### src/file_io_pkg.sv
// shared byte type, frame control bytes and FSM encodings
// hex helpers take plain ASCII; bit 7 of a character is not ignored
`default_nettype none

package file_io_pkg;

  typedef logic [7:0] byte_t;  // one stream character

  // ****************************************
  // frame control bytes
  // ****************************************
  localparam byte_t CHR_SOH = 8'h01;
  localparam byte_t CHR_SOT = 8'h02;
  localparam byte_t CHR_EOT = 8'h03;
  localparam byte_t CHR_EOF = 8'h04;
  localparam byte_t CHR_LF  = 8'h0a;
  localparam byte_t CHR_CR  = 8'h0d;

  typedef enum logic [1:0] {IDLE, LOADING, DUMPING} ctrl_state_e;
  typedef enum logic [1:0] {L_IDLE, L_WAIT_SOT, L_DATA, L_WRITE} load_state_e;
  typedef enum logic [2:0] {D_IDLE, D_HEADER, D_FETCH, D_ROW, D_EOL, D_EOF} dump_state_e;

  // bit 4 set when c is 0-9, A-F or a-f; bits 3:0 hold the value
  function automatic logic [4:0] hex_to_nibble(byte_t c);
    logic [4:0] r;
    r = 5'h00;  // invalid
    if (c >= 8'h30 && c <= 8'h39)
    begin
      r = {1'b1, c[3:0]};
    end
    else if ((c >= 8'h41 && c <= 8'h46) || (c >= 8'h61 && c <= 8'h66))
    begin
      r = {1'b1, c[3:0] + 4'd9};  // 'A' low nibble 1 -> 10
    end
    return r;
  endfunction

  // upper case digit only
  function automatic byte_t nibble_to_hex(logic [3:0] n);
    byte_t r;
    if (n < 4'd10)
      r = 8'h30 + {4'h0, n};
    else
      r = 8'h37 + {4'h0, n};  // 10 -> 'A'
    return r;
  endfunction

endpackage

`default_nettype wire
### src/file_io_top.sv
// hex loader and dumper for one memory image; byte streams are bare strobes
// rx bytes are taken each cycle rx_valid_i is high, with no flow control
`default_nettype none

module file_io_top #(
  parameter int         WORD_NIBBLES = 8,
  parameter int         DEPTH        = 16,
  parameter logic [3:0] FILE_ID      = 4'd1
) (
  input  logic               clk_sys,
  input  logic               rst_clk,
  input  file_io_pkg::byte_t rx_data_i,
  input  logic               rx_valid_i,
  input  logic               load_start_i,
  input  logic               dump_start_i,
  input  logic               tx_full_i,
  output file_io_pkg::byte_t tx_data_o,
  output logic               tx_valid_o,
  output logic               busy_o,
  output logic               load_done_o,
  output logic               dump_done_o
);

  localparam int AW = $clog2(DEPTH);
  localparam int WW = 4 * WORD_NIBBLES;

  logic          load_go;
  logic          dump_go;
  logic          mem_we;    // loader write port
  logic [AW-1:0] mem_waddr;
  logic [WW-1:0] mem_wdata;
  logic          mem_re;    // dumper read port
  logic [AW-1:0] mem_raddr;
  logic [WW-1:0] mem_rdata;

  file_io_ctrl u_ctrl (
    .clk_sys      (clk_sys),
    .rst_clk      (rst_clk),
    .load_start_i (load_start_i),
    .dump_start_i (dump_start_i),
    .load_done_i  (load_done_o),  // engine done doubles as top output
    .dump_done_i  (dump_done_o),
    .load_go_o    (load_go),
    .dump_go_o    (dump_go),
    .busy_o       (busy_o)
  );

  hex_loader #(
    .WORD_NIBBLES (WORD_NIBBLES),
    .DEPTH        (DEPTH)
  ) u_loader (
    .clk_sys     (clk_sys),
    .rst_clk     (rst_clk),
    .go_i        (load_go),
    .rx_valid_i  (rx_valid_i),
    .rx_data_i   (rx_data_i),
    .mem_we_o    (mem_we),
    .mem_waddr_o (mem_waddr),
    .mem_wdata_o (mem_wdata),
    .done_o      (load_done_o)
  );

  hex_dumper #(
    .WORD_NIBBLES (WORD_NIBBLES),
    .DEPTH        (DEPTH),
    .FILE_ID      (FILE_ID)
  ) u_dumper (
    .clk_sys     (clk_sys),
    .rst_clk     (rst_clk),
    .go_i        (dump_go),
    .tx_full_i   (tx_full_i),
    .mem_re_o    (mem_re),
    .mem_raddr_o (mem_raddr),
    .mem_rdata_i (mem_rdata),
    .tx_data_o   (tx_data_o),
    .tx_valid_o  (tx_valid_o),
    .done_o      (dump_done_o)
  );

  image_mem #(
    .WORD_NIBBLES (WORD_NIBBLES),
    .DEPTH        (DEPTH)
  ) u_mem (
    .clk_sys (clk_sys),
    .we_i    (mem_we),
    .waddr_i (mem_waddr),
    .wdata_i (mem_wdata),
    .re_i    (mem_re),
    .raddr_i (mem_raddr),
    .rdata_o (mem_rdata)
  );

endmodule

`default_nettype wire

### src/image_mem.sv
// contents undefined until written; read data one cycle after re_i
`default_nettype none

module image_mem #(
  parameter int WORD_NIBBLES = 8,
  parameter int DEPTH        = 16
) (
  input  logic                      clk_sys,
  input  logic                      we_i,
  input  logic [$clog2(DEPTH)-1:0]  waddr_i,
  input  logic [4*WORD_NIBBLES-1:0] wdata_i,
  input  logic                      re_i,
  input  logic [$clog2(DEPTH)-1:0]  raddr_i,
  output logic [4*WORD_NIBBLES-1:0] rdata_o
);

  logic [4*WORD_NIBBLES-1:0] mem_q [DEPTH];  // storage array

  always_ff @(posedge clk_sys)
  begin
    if (we_i) mem_q[waddr_i] <= wdata_i;
    if (re_i) rdata_o <= mem_q[raddr_i];  // registered read, old data on collision
  end

endmodule

`default_nettype wire

### src/hex_dumper.sv
// frame is SOH, FILE_ID digit, EOT, SOT, DEPTH rows of hex + CR LF, EOF
// tx_full_i is seen in the same cycle; no byte goes out while it is high
`default_nettype none

module hex_dumper #(
  parameter int         WORD_NIBBLES = 8,
  parameter int         DEPTH        = 16,
  parameter logic [3:0] FILE_ID      = 4'd1
) (
  input  logic                      clk_sys,
  input  logic                      rst_clk,
  input  logic                      go_i,
  input  logic                      tx_full_i,
  output logic                      mem_re_o,
  output logic [$clog2(DEPTH)-1:0]  mem_raddr_o,
  input  logic [4*WORD_NIBBLES-1:0] mem_rdata_i,
  output file_io_pkg::byte_t        tx_data_o,
  output logic                      tx_valid_o,
  output logic                      done_o
);
  import file_io_pkg::*;

  localparam int AW = $clog2(DEPTH);
  localparam int NW = $clog2(WORD_NIBBLES);
  localparam int WW = 4 * WORD_NIBBLES;

  dump_state_e   state_q;
  logic [1:0]    hdr_idx_q;     // SOH, id, EOT, SOT
  logic [AW-1:0] row_q;
  logic [NW-1:0] nib_idx_q;
  logic [WW-1:0] word_q;        // top nibble is the next digit
  logic          fetch_wait_q;  // read issued, data due next cycle
  logic          lf_q;          // CR already sent
  logic          emit_st;
  logic          emit;

  assign emit_st = (state_q inside {D_HEADER, D_ROW, D_EOL, D_EOF});
  assign emit    = emit_st && !tx_full_i;  // back-pressure gate

  // ****************************************
  // sequencer
  // ****************************************
  always_ff @(posedge clk_sys)
  begin
    if (rst_clk)
    begin
      state_q      <= D_IDLE;
      hdr_idx_q    <= '0;
      row_q        <= '0;
      nib_idx_q    <= '0;
      fetch_wait_q <= 1'b0;
      lf_q         <= 1'b0;
    end
    else
    begin
      case (state_q)
        D_IDLE:
        begin
          if (go_i)
          begin
            state_q   <= D_HEADER;
            hdr_idx_q <= '0;
            row_q     <= '0;
          end
        end
        D_HEADER:
        begin
          if (emit)
          begin
            hdr_idx_q <= hdr_idx_q + 1'b1;
            if (hdr_idx_q == 2'd3)
            begin
              state_q      <= D_FETCH;
              fetch_wait_q <= 1'b0;
            end
          end
        end
        D_FETCH:  // one cycle read, one cycle latency
        begin
          fetch_wait_q <= !fetch_wait_q;
          if (fetch_wait_q)
          begin
            state_q   <= D_ROW;
            nib_idx_q <= '0;
          end
        end
        D_ROW:
        begin
          if (emit)
          begin
            nib_idx_q <= nib_idx_q + 1'b1;
            if (nib_idx_q == NW'(WORD_NIBBLES - 1))
            begin
              state_q <= D_EOL;
              lf_q    <= 1'b0;
            end
          end
        end
        D_EOL:
        begin
          if (emit)
          begin
            lf_q <= 1'b1;
            if (lf_q && row_q == AW'(DEPTH - 1))
              state_q <= D_EOF;
            else if (lf_q)
            begin
              row_q        <= row_q + 1'b1;
              state_q      <= D_FETCH;
              fetch_wait_q <= 1'b0;
            end
          end
        end
        D_EOF:
        begin
          if (emit) state_q <= D_IDLE;
        end
        default: state_q <= D_IDLE;
      endcase
    end
  end

  // word register, loaded on the latency cycle, shifted per digit
  always_ff @(posedge clk_sys)
  begin
    if (state_q == D_FETCH && fetch_wait_q)
      word_q <= mem_rdata_i;
    else if (emit && state_q == D_ROW)
      word_q <= word_q << 4;
  end

  // byte mux
  always_comb
  begin
    tx_data_o = 8'h00;
    case (state_q)
      D_HEADER:
      begin
        case (hdr_idx_q)
          2'd0:    tx_data_o = CHR_SOH;
          2'd1:    tx_data_o = nibble_to_hex(FILE_ID);  // file name
          2'd2:    tx_data_o = CHR_EOT;
          default: tx_data_o = CHR_SOT;
        endcase
      end
      D_ROW:   tx_data_o = nibble_to_hex(word_q[WW-1 -: 4]);
      D_EOL:   tx_data_o = lf_q ? CHR_LF : CHR_CR;
      D_EOF:   tx_data_o = CHR_EOF;
      default: tx_data_o = 8'h00;
    endcase
  end

  assign tx_valid_o  = emit;
  assign done_o      = emit && (state_q == D_EOF);
  assign mem_re_o    = (state_q == D_FETCH) && !fetch_wait_q;
  assign mem_raddr_o = row_q;

  a_no_tx_when_full: assert property (@(posedge clk_sys) disable iff (rst_clk)
    tx_full_i |-> !tx_valid_o);
  // a stalled byte stays put until the sink frees up
  a_hold_on_full: assert property (@(posedge clk_sys) disable iff (rst_clk)
    (emit_st && tx_full_i) |=> $stable(tx_data_o) && $stable(state_q));

endmodule

`default_nettype wire

### src/hex_loader.sv
// needs WORD_NIBBLES >= 2 and DEPTH >= 2; exactly DEPTH words end a load
// a byte arriving in the write cycle is lost
`default_nettype none

module hex_loader #(
  parameter int WORD_NIBBLES = 8,
  parameter int DEPTH        = 16
) (
  input  logic                      clk_sys,
  input  logic                      rst_clk,
  input  logic                      go_i,
  input  logic                      rx_valid_i,
  input  file_io_pkg::byte_t        rx_data_i,
  output logic                      mem_we_o,
  output logic [$clog2(DEPTH)-1:0]  mem_waddr_o,
  output logic [4*WORD_NIBBLES-1:0] mem_wdata_o,
  output logic                      done_o
);
  import file_io_pkg::*;

  localparam int AW = $clog2(DEPTH);
  localparam int NW = $clog2(WORD_NIBBLES);
  localparam int WW = 4 * WORD_NIBBLES;

  load_state_e   state_q;
  logic [NW-1:0] nib_cnt_q;  // nibbles already in word_q
  logic [AW-1:0] addr_q;     // next write address
  logic [WW-1:0] word_q;     // assembly register, msb first
  logic [4:0]    hex;
  logic          hex_ok;
  logic          last_nib;
  logic          last_word;

  assign hex       = hex_to_nibble(rx_data_i);
  assign hex_ok    = rx_valid_i && hex[4] && (state_q == L_DATA);  // junk skipped
  assign last_nib  = (nib_cnt_q == NW'(WORD_NIBBLES - 1));
  assign last_word = (addr_q == AW'(DEPTH - 1));

  // ****************************************
  // sequencer
  // ****************************************
  always_ff @(posedge clk_sys)
  begin
    if (rst_clk)
    begin
      state_q   <= L_IDLE;
      nib_cnt_q <= '0;
      addr_q    <= '0;
    end
    else
    begin
      case (state_q)
        L_IDLE:
        begin
          if (go_i) state_q <= L_WAIT_SOT;
        end
        L_WAIT_SOT:  // everything before SOT is dropped
        begin
          if (rx_valid_i && rx_data_i == CHR_SOT)
          begin
            state_q   <= L_DATA;
            nib_cnt_q <= '0;
            addr_q    <= '0;
          end
        end
        L_DATA:
        begin
          if (hex_ok)
          begin
            nib_cnt_q <= last_nib ? '0 : nib_cnt_q + 1'b1;
            if (last_nib) state_q <= L_WRITE;
          end
        end
        L_WRITE:
        begin
          addr_q  <= addr_q + 1'b1;  // wraps to 0 after the last word
          state_q <= last_word ? L_IDLE : L_DATA;
        end
        default: state_q <= L_IDLE;
      endcase
    end
  end

  // payload, shift in from the right
  always_ff @(posedge clk_sys)
  begin
    if (hex_ok) word_q <= {word_q[WW-5:0], hex[3:0]};
  end

  assign mem_we_o    = (state_q == L_WRITE);
  assign mem_waddr_o = addr_q;
  assign mem_wdata_o = word_q;
  assign done_o      = mem_we_o && last_word;  // write cycle of the final word

  // each write is preceded by the last nibble of its word
  a_we_after_word: assert property (@(posedge clk_sys) disable iff (rst_clk)
    mem_we_o |-> $past(hex_ok && last_nib));

endmodule

`default_nettype wire

### src/file_io_ctrl.sv
// start pulses are taken only in IDLE; load wins if both come together
// one engine runs at a time until its done pulse
`default_nettype none

module file_io_ctrl (
  input  logic clk_sys,
  input  logic rst_clk,
  input  logic load_start_i,
  input  logic dump_start_i,
  input  logic load_done_i,
  input  logic dump_done_i,
  output logic load_go_o,
  output logic dump_go_o,
  output logic busy_o
);
  import file_io_pkg::*;

  ctrl_state_e state_q;

  always_ff @(posedge clk_sys)
  begin
    if (rst_clk)
    begin
      state_q   <= IDLE;
      load_go_o <= 1'b0;
      dump_go_o <= 1'b0;
    end
    else
    begin
      load_go_o <= 1'b0;  // go is a single cycle
      dump_go_o <= 1'b0;
      case (state_q)
        IDLE:
        begin
          if (load_start_i)
          begin
            state_q   <= LOADING;
            load_go_o <= 1'b1;
          end
          else if (dump_start_i)
          begin
            state_q   <= DUMPING;
            dump_go_o <= 1'b1;
          end
        end
        LOADING: if (load_done_i) state_q <= IDLE;
        DUMPING: if (dump_done_i) state_q <= IDLE;
        default: state_q <= IDLE;
      endcase
    end
  end

  assign busy_o = (state_q != IDLE);  // starts while busy are dropped

  // ****************************************
  // checks
  // ****************************************
  a_go_excl: assert property (@(posedge clk_sys) disable iff (rst_clk)
    !(load_go_o && dump_go_o));

endmodule

`default_nettype wire

### config.mk
export PLATFORM = sky130hd
export DESIGN_NAME = file_io_top
export DESIGN_NICKNAME = d
export VERILOG_FILES = /design/src/file_io_pkg.sv /design/src/file_io_top.sv /design/src/image_mem.sv /design/src/hex_dumper.sv /design/src/hex_loader.sv /design/src/file_io_ctrl.sv
export SDC_FILE = /design/constraint.sdc
export NUM_CORES = 1
export LEC_CHECK = 0
export BUFFER_PORTS_ARGS = -buffer_cell sky130_fd_sc_hd__buf_4
export CAP_MARGIN = 15
export CELL_PAD_IN_SITES_DETAIL_PLACEMENT = 0
export CELL_PAD_IN_SITES_GLOBAL_PLACEMENT = 1
export CORE_MARGIN = 2
export CORE_UTILIZATION = 45
export CTS_CLUSTER_SIZE = 25
export DETAILED_ROUTE_END_ITERATION = 8
export GPL_TIMING_DRIVEN = 0
export PLACE_DENSITY = 0.66
export REMOVE_ABC_BUFFERS = 1
export SYNTH_ARGS = -nofsm -noshare
export SYNTH_HDL_FRONTEND = slang
export SYNTH_SLANG_ARGS = --single-unit
### constraint.sdc
create_clock -name clk_sys -period 7.2 [get_ports clk_sys]
set_clock_uncertainty 0.05 [all_clocks]
set_input_delay 0.36 -clock clk_sys [delete_from_list [all_inputs] [get_ports clk_sys]]
set_output_delay 0.36 -clock clk_sys [all_outputs]
set_load 0.02 [all_outputs]
==> flow_summary.yaml, run 1 <==
run_status:
  status: "complete, no violations"
critical_path:
  critPathTopFamily: "simple AND/OR/NAND/NOR gates"
  crit_path_max_incr_delay_ns: 0.74
  crit_chain: "and2_1, nand2_1, nor2_4, buf_4"
  path_buf_inv: 1
  worstSetupEndpointType: "output pin"
  path_class: "register to output pin"
  ff2ff_path_depth: 4
  r2r-end: "u_dumper.word_q[18]"
  reg2reg_slack_ns: 4.35
  reg2reg_from: "u_dumper.state_q[1]"
  startpoint_type: "register"
  worstPathArrival_ns: 2.79
  critPathSlowestCell: "nor2_4"
  critPathMaxFanout: 17
  critPathRequiredTime_ns: 6.79
  crit_path_start: "u_loader.state_q[1]"
final_layout:
  nNetsFinal: 1425
  area_delta_synth_final_pct: 15.3
  post-route-cell-area_um2: 28500
  num_antenna_cells: 0
  layout_common_cells: "edfxtp_1, mux2i_1, clkbuf_16"
  drive_above_1_share: 0.202
  layout_commonest_cell: "edfxtp_1"
  nFillCells: 4204
floorplan:
  start_util: 0.457
  core-area_um2: 54100
  ios: 26
  die_x_um: 239
  row_count: 85
  die_area_um2: 56900
  die_h_um: 239
flow_run:
  maxCapViolCount: 0
synth:
  synthFlopType: "edfxtp_1"
  synth.mux.area_fraction: 0.126
  synthAdderAreaFrac: 0.00859
  synth_edf_count: 608
  async_flop_share: 0
  synth_cell_type_count: 64
  syn_area_um2: 24800
  yosysTopAreaCell: "edfxtp_1"
  syn_avg_cell_area_um2: 18.7
  synth_area_leaders: "edfxtp_1, mux4_2, mux2i_1"
  synth_top_cell_area_share: 0.738
  ys_ff_latch: 635
  synth-compound-area-share: 0.0570
  ys_seq_area_frac: 0.759
  synth_xor_xnor_area_share: 0.000708
  syn_inst: 1322
  synth_top_family_by_area: "multiplexers"
  yosys.area_share.simple: 0.0324
  yosys_warnings: 0
grt:
  grt_usage: 0.199
  gr-total-overflow: 0
  grt_pass1_wl_um: 81800
  grt_pass1_vias: 12400
  grt_max_degree: 54
  antenna_found_initial: 0
routing:
  drt_iter0_drc: 1017
  dr.pass1.iters: 4
  drtAntennaViolNets: 0
  vias: 12400
  via_per_inst: 5.80
  routedWlPerCell_um: 25.9
  totalWireLength_um: 55400
  route.detailed.drc: 0
pwr:
  seqPwrFrac: 0.551
  leakagePower_uw: 0.00880
  power_density_nw_per_um2: 254
  p_int_uw: 5870
  peakVddDrop_mv: 0.170
  power.clock.fraction: 0.442
  switchingPower_uw: 1380
  p_comb_frac: 0.007
  p_sw_frac: 0.191
timing:
  rsz0062_at_grt: "false"
  fin_tns_setup_ns: 0
  clock.fmax_mhz: 312
  drv_slew: 0
  setup_viol_count_final: 0
  min_period_ns: 3.20
  max_slew_margin: 0.366
  worst_pin_slew_ns: 0.949
  hold_viol: 0
  post-route-period-util: 0.445
cts:
  cts-resized-gates: 0
  post_cts_buffers: 0
  htree_levels: 3
  cts_root_buf: "clkbuf_16"
  cts.clk_slew.worst_paths_ns: 0.07
  clk_latency_ns: 0.59
  cts_max_path_buffers: 3
  clock_sinks: 635
  cts_tree: "done"
  cts_buffers: 66
min_path:
  hold_start: "rx_data_i[3]"
  holdPathEnd: "u_loader.mem_wdata_o[3]"
  hold_depth: 2
  holdCritPathClass: "input pin to register"
placement:
  detailed_place.area_um2: 26500
  dp_hpwl_um: 32500
  numPortBuffers: 24
  gp_congestion: 0.709
[worst max path at each step]
stage	end	cells after the start	slack, ns
finish	load_done_o	4	4.00
global route	load_done_o	4	3.87
CTS	load_done_o	4	3.97
detailed placement	u_dumper.word_q[8]	4	4.35
global placement	u_dumper.mem_raddr_o[0]	5	-4.88
floorplan	u_dumper.state_q[0]	5	-1.46
[registers in the layout, indices dropped and copies added, names as in the netlist]
name,flops
u_ctrl.state_q,2
u_loader.mem_wdata_o,32
u_ctrl.load_go_o,1
u_mem.mem_q,512
u_loader.nib_cnt_q,3
u_ctrl.dump_go_o,1
u_dumper.hdr_idx_q,2
u_dumper.mem_raddr_o,4
u_loader.mem_waddr_o,4
u_dumper.nib_idx_q,3
u_loader.state_q,2
u_mem.rdata_o,32
u_dumper.lf_q,1
u_dumper.word_q,32
u_dumper.fetch_wait_q,1
u_dumper.state_q,3
[kinds of logic (layout without fill, tap and decap cells)]
| kind of cell | count (synthesis) | count (layout) |
|---|---|---|
| flip-flops | 635 | 635 |
| XOR/XNOR | 2 | 2 |
| other | 1 | 1 |
| AO/OA/AOI/OAI | 190 | 190 |
| adder cells (fa/ha/maj) | 17 | 17 |
| multiplexers | 228 | 228 |
| AND/OR/NAND/NOR | 159 | 159 |
| buffers and inverters | 90 | 212 |
[timing repair]
item / in CTS / in global routing
setup endpoints to repair: 0 / 0
endpoints found under the hold margin: 3 / 0
hold buffers: 2 / 0
[area by class of cell]
class	count	area (um^2)	share of cell area
inverters	15	56.3	0.00197
repair buffers	79	1080	0.0377
multi-input cells	597	5710	0.200
well taps	696	871	0.0305
clock inverters	24	168	0.00588
clock buffers	94	1850	0.0649
flip-flops and latches	635	18800	0.659
[power by group through the flow]
stage	logic (uW)	clock network, uW	registers (uW)
finish	54.2	3210	3990
global route	60.2	3400	3990
CTS	54.4	3270	3990
detailed placement	53.3	0	4070
global placement	53.1	0	4070
floorplan	32.1	0	4070
[routing by layer]
metal / vias up / routed length, um / global-route usage
li1: 5540 / - / -
met1: 6558 / 24800 / 0.277
met2: 234 / 27600 / 0.333
met3: 83 / 1960 / 0.0319
met4: 0 / 1040 / 0.0462
met5: - / 0 / 0
[per-stage QoR]
| stage | utilization | setup slack (ns) | instances | hold WS (ns) | total power [uW] |
|---|---|---|---|---|---|
| after detailed placement | 0.489 | 4.35 | 2020 | 0.391 | 4120 |
| final | 0.527 | 4.00 | 2140 | 0.0451 | 7250 |
| after floorplan | - | -1.46 | 1247 | 0.363 | 4100 |
| after CTS | 0.527 | 3.97 | 2140 | 0.0153 | 7310 |
| after global placement | 0.471 | -4.88 | 1967 | 0.396 | 4120 |
| after global routing | 0.527 | 3.87 | 2140 | 0.0335 | 7450 |
[worst register-to-register path, delay by kind of cell, from the launching register on]
family	cells	cell delay (ns)
buffers and inverters	2	0.71
DFF	1	0.68
and+or+nand+nor	2	1.08
[cells in the mapped netlist (all sizes together) (2+ instances only)]
cell / count
edfxtp: 608
mux2i: 135
a221oi: 65
mux4: 64
nand2: 58
o21ai: 44
buf: 38
nor2: 38
clkbuf: 37
a22oi: 34
mux2: 29
dfxtp: 27
a21oi: 17
ha: 17
inv: 15
nor2b: 13
nor3: 9
and2: 6
nand2b: 6
nand3: 6
a31oi: 5
nand3b: 4
a2111oi: 3
a311oi: 3
nor3b: 3
o21bai: 3
or4b: 3
a211o: 2
nand4: 2
o21ba: 2
o22ai: 2
o2bb2ai: 2
or2: 2
or4: 2
xnor2: 2
(Power assumes the default switching activity.)
==> inputs of run 2 (changes only) <==
==> constraint.sdc (replaced) <==
create_clock -name clk_sys -period 3 [get_ports clk_sys]
set_clock_uncertainty 0.05 [all_clocks]
set_input_delay 0.15 -clock clk_sys [delete_from_list [all_inputs] [get_ports clk_sys]]
set_output_delay 0.15 -clock clk_sys [all_outputs]
set_load 0.02 [all_outputs]
==> run 2 against run 1 <==
  * Via count up 0.43%
  * Power rose by 140%
  * Register-to-register slack got worse by 4.2 ns
  * Critical path depth up 2
  * Count of clock-buffer cells in the layout unchanged
  * Sequential power up 140%
  * Routed wire length grew 0.31%
  * Hold slack better by 0.090 ns
  * Clock power rose by 140%
  * Die area did not move
  * Setup slack got worse by 3.8 ns
  * Utilization grew 0.19 points
  * Largest cell class unchanged
  * Largest power group unchanged
  * Highest routed layer unchanged
==> flow_summary.yaml, run 2 (synthesized netlist as in run 1, its figures left out) <==
placement:
  dp_hpwl_um: 32500
  numPortBuffers: 24
  place_ws_ns: 0.147
  gp_congestion: 0.709
routing:
  vias: 12500
  dr.pass1.iters: 5
  routedWlPerCell_um: 25.8
  drtAntennaViolNets: 0
  via_per_inst: 5.80
  totalWireLength_um: 55600
  route.detailed.drc: 0
  drt_iter0_drc: 1122
pwr:
  fin_total_pwr_uw: 17400
  power.clock.fraction: 0.442
  p_int_uw: 14100
  switchingPower_uw: 3310
  p_comb_frac: 0.008
  seqPwrFrac: 0.550
  peakVddDrop_mv: 0.410
  leakagePower_uw: 0.00886
  power_density_nw_per_um2: 608
  p_sw_frac: 0.190
grt:
  grt_pass1_vias: 12500
  grt_usage: 0.200
  gr-total-overflow: 0
  grt_max_degree: 54
  antenna_found_initial: 0
  grt_pass1_wl_um: 82000
flow_run:
  maxCapViolCount: 0
timing:
  setup_viol_count_final: 0
  hold_viol: 0
  clock.fmax_mhz: 354
  fin_tns_setup_ns: 0
  setup_ws_ns: 0.175
  rsz0062_at_grt: "false"
  hold_slack_ns: 0.135
  post-route-period-util: 0.942
  min_period_ns: 2.83
  max_slew_margin: 0.365
  worst_pin_slew_ns: 0.950
  drv_slew: 0
final_layout:
  nNetsFinal: 1436
  area_delta_synth_final_pct: 15.7
  regMostFlops: "u_mem.mem_q"
  largest_reg_flops: 512
  layout_common_cells: "edfxtp_1, mux2i_1, clkbuf_16"
  drive_above_1_share: 0.201
  layout_commonest_cell: "edfxtp_1"
  num_antenna_cells: 0
  nFillCells: 4194
critical_path:
  critPathRequiredTime_ns: 3.24
  path_class: "register to register"
  worstPathArrival_ns: 3.07
  startpoint_type: "register"
  critPathMaxFanout: 11
  worstSetupEndpointType: "register"
cts:
  cts_root_buf: "clkbuf_16"
  cts-resized-gates: 0
  cts.clk_slew.worst_paths_ns: 0.06
  clock_sinks: 635
  clk_latency_ns: 0.59
  htree_levels: 3
  cts_tree: "done"
  cts_max_path_buffers: 3
  cts_buffers: 66
floorplan:
  die_area_um2: 56900
  core-area_um2: 54100
  row_count: 85
  die_h_um: 239
  ios: 26
  die_x_um: 239
  start_util: 0.457
run_status:
  status: "complete, no violations"
min_path:
  holdCritPathClass: "input pin to register"
==> run 2: changes by cell type in the layout (fill, tap and decap cells not counted) <==
cell	before	now
dlygate4sd3_1	2	11
buf_4	25	27
==> run 2: per-stage QoR <==
step | instances | instance area [um^2] | util
floorplan | 1247 | 24400 | -
global placement | 1967 | 25500 | 0.471
detailed placement | 2020 | 26500 | 0.489
CTS | 2151 | 28600 | 0.529
global route | 2151 | 28600 | 0.529
finish | 2151 | 28600 | 0.529
==> run 2: worst max-delay path: stages (launching register included) <==
cell and delay (ns):
dfxtp_1 0.59, and2_1 0.34, nand2_1 0.27, nor3_2 0.68, buf_6 0.25, buf_6 0.15, buf_6 0.16
==> run 2: area by class of cell <==
| cell class | count | area [um^2] | share of cell area |
|---|---|---|---|
| Multi-Input combinational cell | 597 | 5710 | 0.199 |
| Tap cell | 696 | 871 | 0.0304 |
| Timing Repair Buffer | 90 | 1180 | 0.0412 |
| Clock buffer | 94 | 1850 | 0.0647 |
| Inverter | 15 | 56.3 | 0.00197 |
| Clock inverter | 24 | 168 | 0.00585 |
| Sequential cell | 635 | 18800 | 0.657 |
==> run 2: power by group through the flow <==
| stage | sequential [uW] | combinational, uW | clock, uW |
|---|---|---|---|
| after global placement | 9770 | 127 | 0 |
| after CTS | 9580 | 138 | 7840 |
| after detailed placement | 9770 | 128 | 0 |
| after global routing | 9580 | 153 | 8160 |
| after floorplan | 9770 | 77.0 | 0 |
| final | 9580 | 138 | 7690 |
==> run 2: worst paths after layout <==
path	startpoint	to	slack, ns	depth (start not counted)
min	rx_valid_i	u_loader.nib_cnt_q[2]	0.14	3
max reg2reg	u_loader.state_q[1]	u_mem.mem_q[2][16]	0.17	6
min reg2reg	u_ctrl.state_q[1]	u_ctrl.state_q[0]	0.42	1
max	u_loader.state_q[1]	u_mem.mem_q[2][16]	0.17	6
==> run 2: repair_timing <==
action,in CTS,in global routing
pin swaps,1,1
setup endpoints to repair,1,17
hold buffers,11,0
buffers inserted,2,0
endpoints found under the hold margin,27,0
==> run 2: layer usage <==
layer | wire length (um) | global-route usage | vias up
li1 | - | - | 5556
met1 | 24600 | 0.278 | 6546
met2 | 27600 | 0.334 | 285
met3 | 2310 | 0.0319 | 81
met4 | 1030 | 0.0473 | 0
met5 | 0 | 0 | -
==> inputs of run 3 (changes only) <==
--- a/config.mk
+++ b/config.mk
@@ -14,7 +14,8 @@
 export CTS_CLUSTER_SIZE = 25
 export DETAILED_ROUTE_END_ITERATION = 8
 export GPL_TIMING_DRIVEN = 0
-export PLACE_DENSITY = 0.66
+export PLACE_DENSITY = 0.68
+export RECOVER_POWER = 50
 export REMOVE_ABC_BUFFERS = 1
 export SYNTH_ARGS = -nofsm -noshare
 export SYNTH_HDL_FRONTEND = slang
==> constraint.sdc (replaced) <==
create_clock -name clk_sys -period 2.4 [get_ports clk_sys]
set_clock_uncertainty 0.05 [all_clocks]
set_input_delay 0.12 -clock clk_sys [delete_from_list [all_inputs] [get_ports clk_sys]]
set_output_delay 0.12 -clock clk_sys [all_outputs]
set_load 0.02 [all_outputs]
==> run 3 against run 2 <==
  * Cell count grew 1.3%
  * First-iteration DRC count grew 6.9%
  * Power grew 28%
  * Critical path type unchanged
==> flow_summary.yaml, run 3 (synthesized netlist as in run 1, its figures left out) <==
run_status:
  status: "complete, no violations"
cts:
  clock_sinks: 635
  clk_latency_ns: 0.60
  cts_buffers: 68
  cts_root_buf: "clkbuf_16"
  htree_levels: 3
  cts_tree: "done"
  cts.clk_slew.worst_paths_ns: 0.06
  cts_max_path_buffers: 3
placement:
  numPortBuffers: 24
  gp_congestion: 0.722
  place_ws_ns: -0.413
  dp_hpwl_um: 32500
final_layout:
  nNetsFinal: 1465
  drive_above_1_share: 0.219
  layout_common_cells: "edfxtp_1, mux2i_1, clkbuf_16"
  multiInputGateArea_um2: 5710
  regMostFlops: "u_mem.mem_q"
  layout_commonest_cell: "edfxtp_1"
  nFillCells: 4169
  seq_area_um2: 18800
  area_delta_synth_final_pct: 17.7
  num_antenna_cells: 0
  largest_reg_flops: 512
routing:
  totalWireLength_um: 56900
  vias: 12800
  routedWlPerCell_um: 26.1
  dr.pass1.iters: 5
  drtAntennaViolNets: 0
  route.detailed.drc: 0
  via_per_inst: 5.89
  drt_iter0_drc: 1199
min_path:
  hold_depth: 3
  holdCritPathClass: "input pin to register"
grt:
  grt_pass1_wl_um: 83400
  grt_pass1_vias: 12800
  gr-total-overflow: 0
  antenna_found_initial: 0
  grt_usage: 0.203
  grt_max_degree: 52
floorplan:
  row_count: 85
  die_h_um: 239
  die_area_um2: 56900
  die_x_um: 239
  ios: 26
  start_util: 0.457
  core-area_um2: 54100
timing:
  fin_tns_setup_ns: 0
  min_period_ns: 2.36
  rsz0062_at_grt: "true"
  drv_slew: 0
  clock.fmax_mhz: 424
  setup_ws_ns: 0.0402
  post-route-period-util: 0.983
  setup_viol_count_final: 0
  worst_pin_slew_ns: 0.898
  max_slew_margin: 0.401
  hold_viol: 0
pwr:
  peakVddDrop_mv: 0.427
  leakagePower_uw: 0.00908
  fin_total_pwr_uw: 22200
  power_density_nw_per_um2: 763
critical_path:
  critPathRequiredTime_ns: 2.57
  path_class: "register to register"
  startpoint_type: "register"
  worstSetupEndpointType: "register"
  ff2ff_path_depth: 4
  critPathMaxFanout: 14
  worstPathArrival_ns: 2.53
flow_run:
  maxCapViolCount: 0
run 3: cell types whose count changed in the layout (fill, tap and decap cells not counted), sizes merged:
| cell | before | now |
|---|---|---|
| buf | 79 | 100 |
| nor2 | 38 | 39 |
| inv | 15 | 16 |
| bufinv | 2 | 5 |
| clkbuf | 94 | 95 |
| clkinvlp | 0 | 1 |
| nor2b | 13 | 14 |
| clkinv | 22 | 21 |
run 3: repair_timing:
item                                   4_1_cts  5_1_grt
cloned                                       2        0
hold buffers                                11        0
resized for setup                           12        1
endpoints found under the hold margin       28        0
pin swaps                                   14        0
buffers inserted                            29        1
setup endpoints to repair                  386       63
run 3: layout make-up:
cell class              instances  share of cell area
multi-input cells             599               0.196
inverters                      15             0.00193
clock buffers                  91              0.0642
repair buffers                115              0.0532
flip-flops and latches        635               0.646
well taps                     696              0.0299
clock inverters                28             0.00915
run 3: through the flow:
step                      instance area (um^2)   util  hold slack, ns  cells
after detailed placement                 26500  0.490           0.272   2017
after global routing                     29100  0.538           0.129   2179
after floorplan                          24400      -           0.139   1247
after global placement                   25500  0.471           0.269   1967
after CTS                                29200  0.540           0.109   2178
final                                    29100  0.538           0.147   2179
run 3: path summary, 6_finish.rpt:
kind,start,to,slack (ns)
min reg2reg,u_ctrl.state_q[1],u_ctrl.state_q[0],0.41
max reg2reg,u_loader.state_q[0],u_mem.mem_q[10][13],0.04
min,rx_data_i[7],u_loader.mem_wdata_o[0],0.15
max,u_loader.state_q[0],u_mem.mem_q[10][13],0.04
run 3: metal layers:
layer  vias to the layer above  GRT usage  wire, um
li1                       5627          -         -
met3                        81     0.0346      3670
met4                         0     0.0697      1410
met1                      6723      0.280     24200
met5                         -          0         0
met2                       403      0.330     27600
run 3: report_power, final:
part | internal, uW | switching [uW] | leakage [uW]
Sequential | 12000 | 21.7 | 0.00571
Combinational | 77.6 | 93.8 | 0.00232
Clock | 6010 | 4090 | 0.00105
run 3: worst max-delay path: stages, from the launching register on:
cell and delay, ns:
dfxtp_1 0.46, and2_1 0.33, nand2_1 0.28, nor2_1 0.34
buf_2 0.50
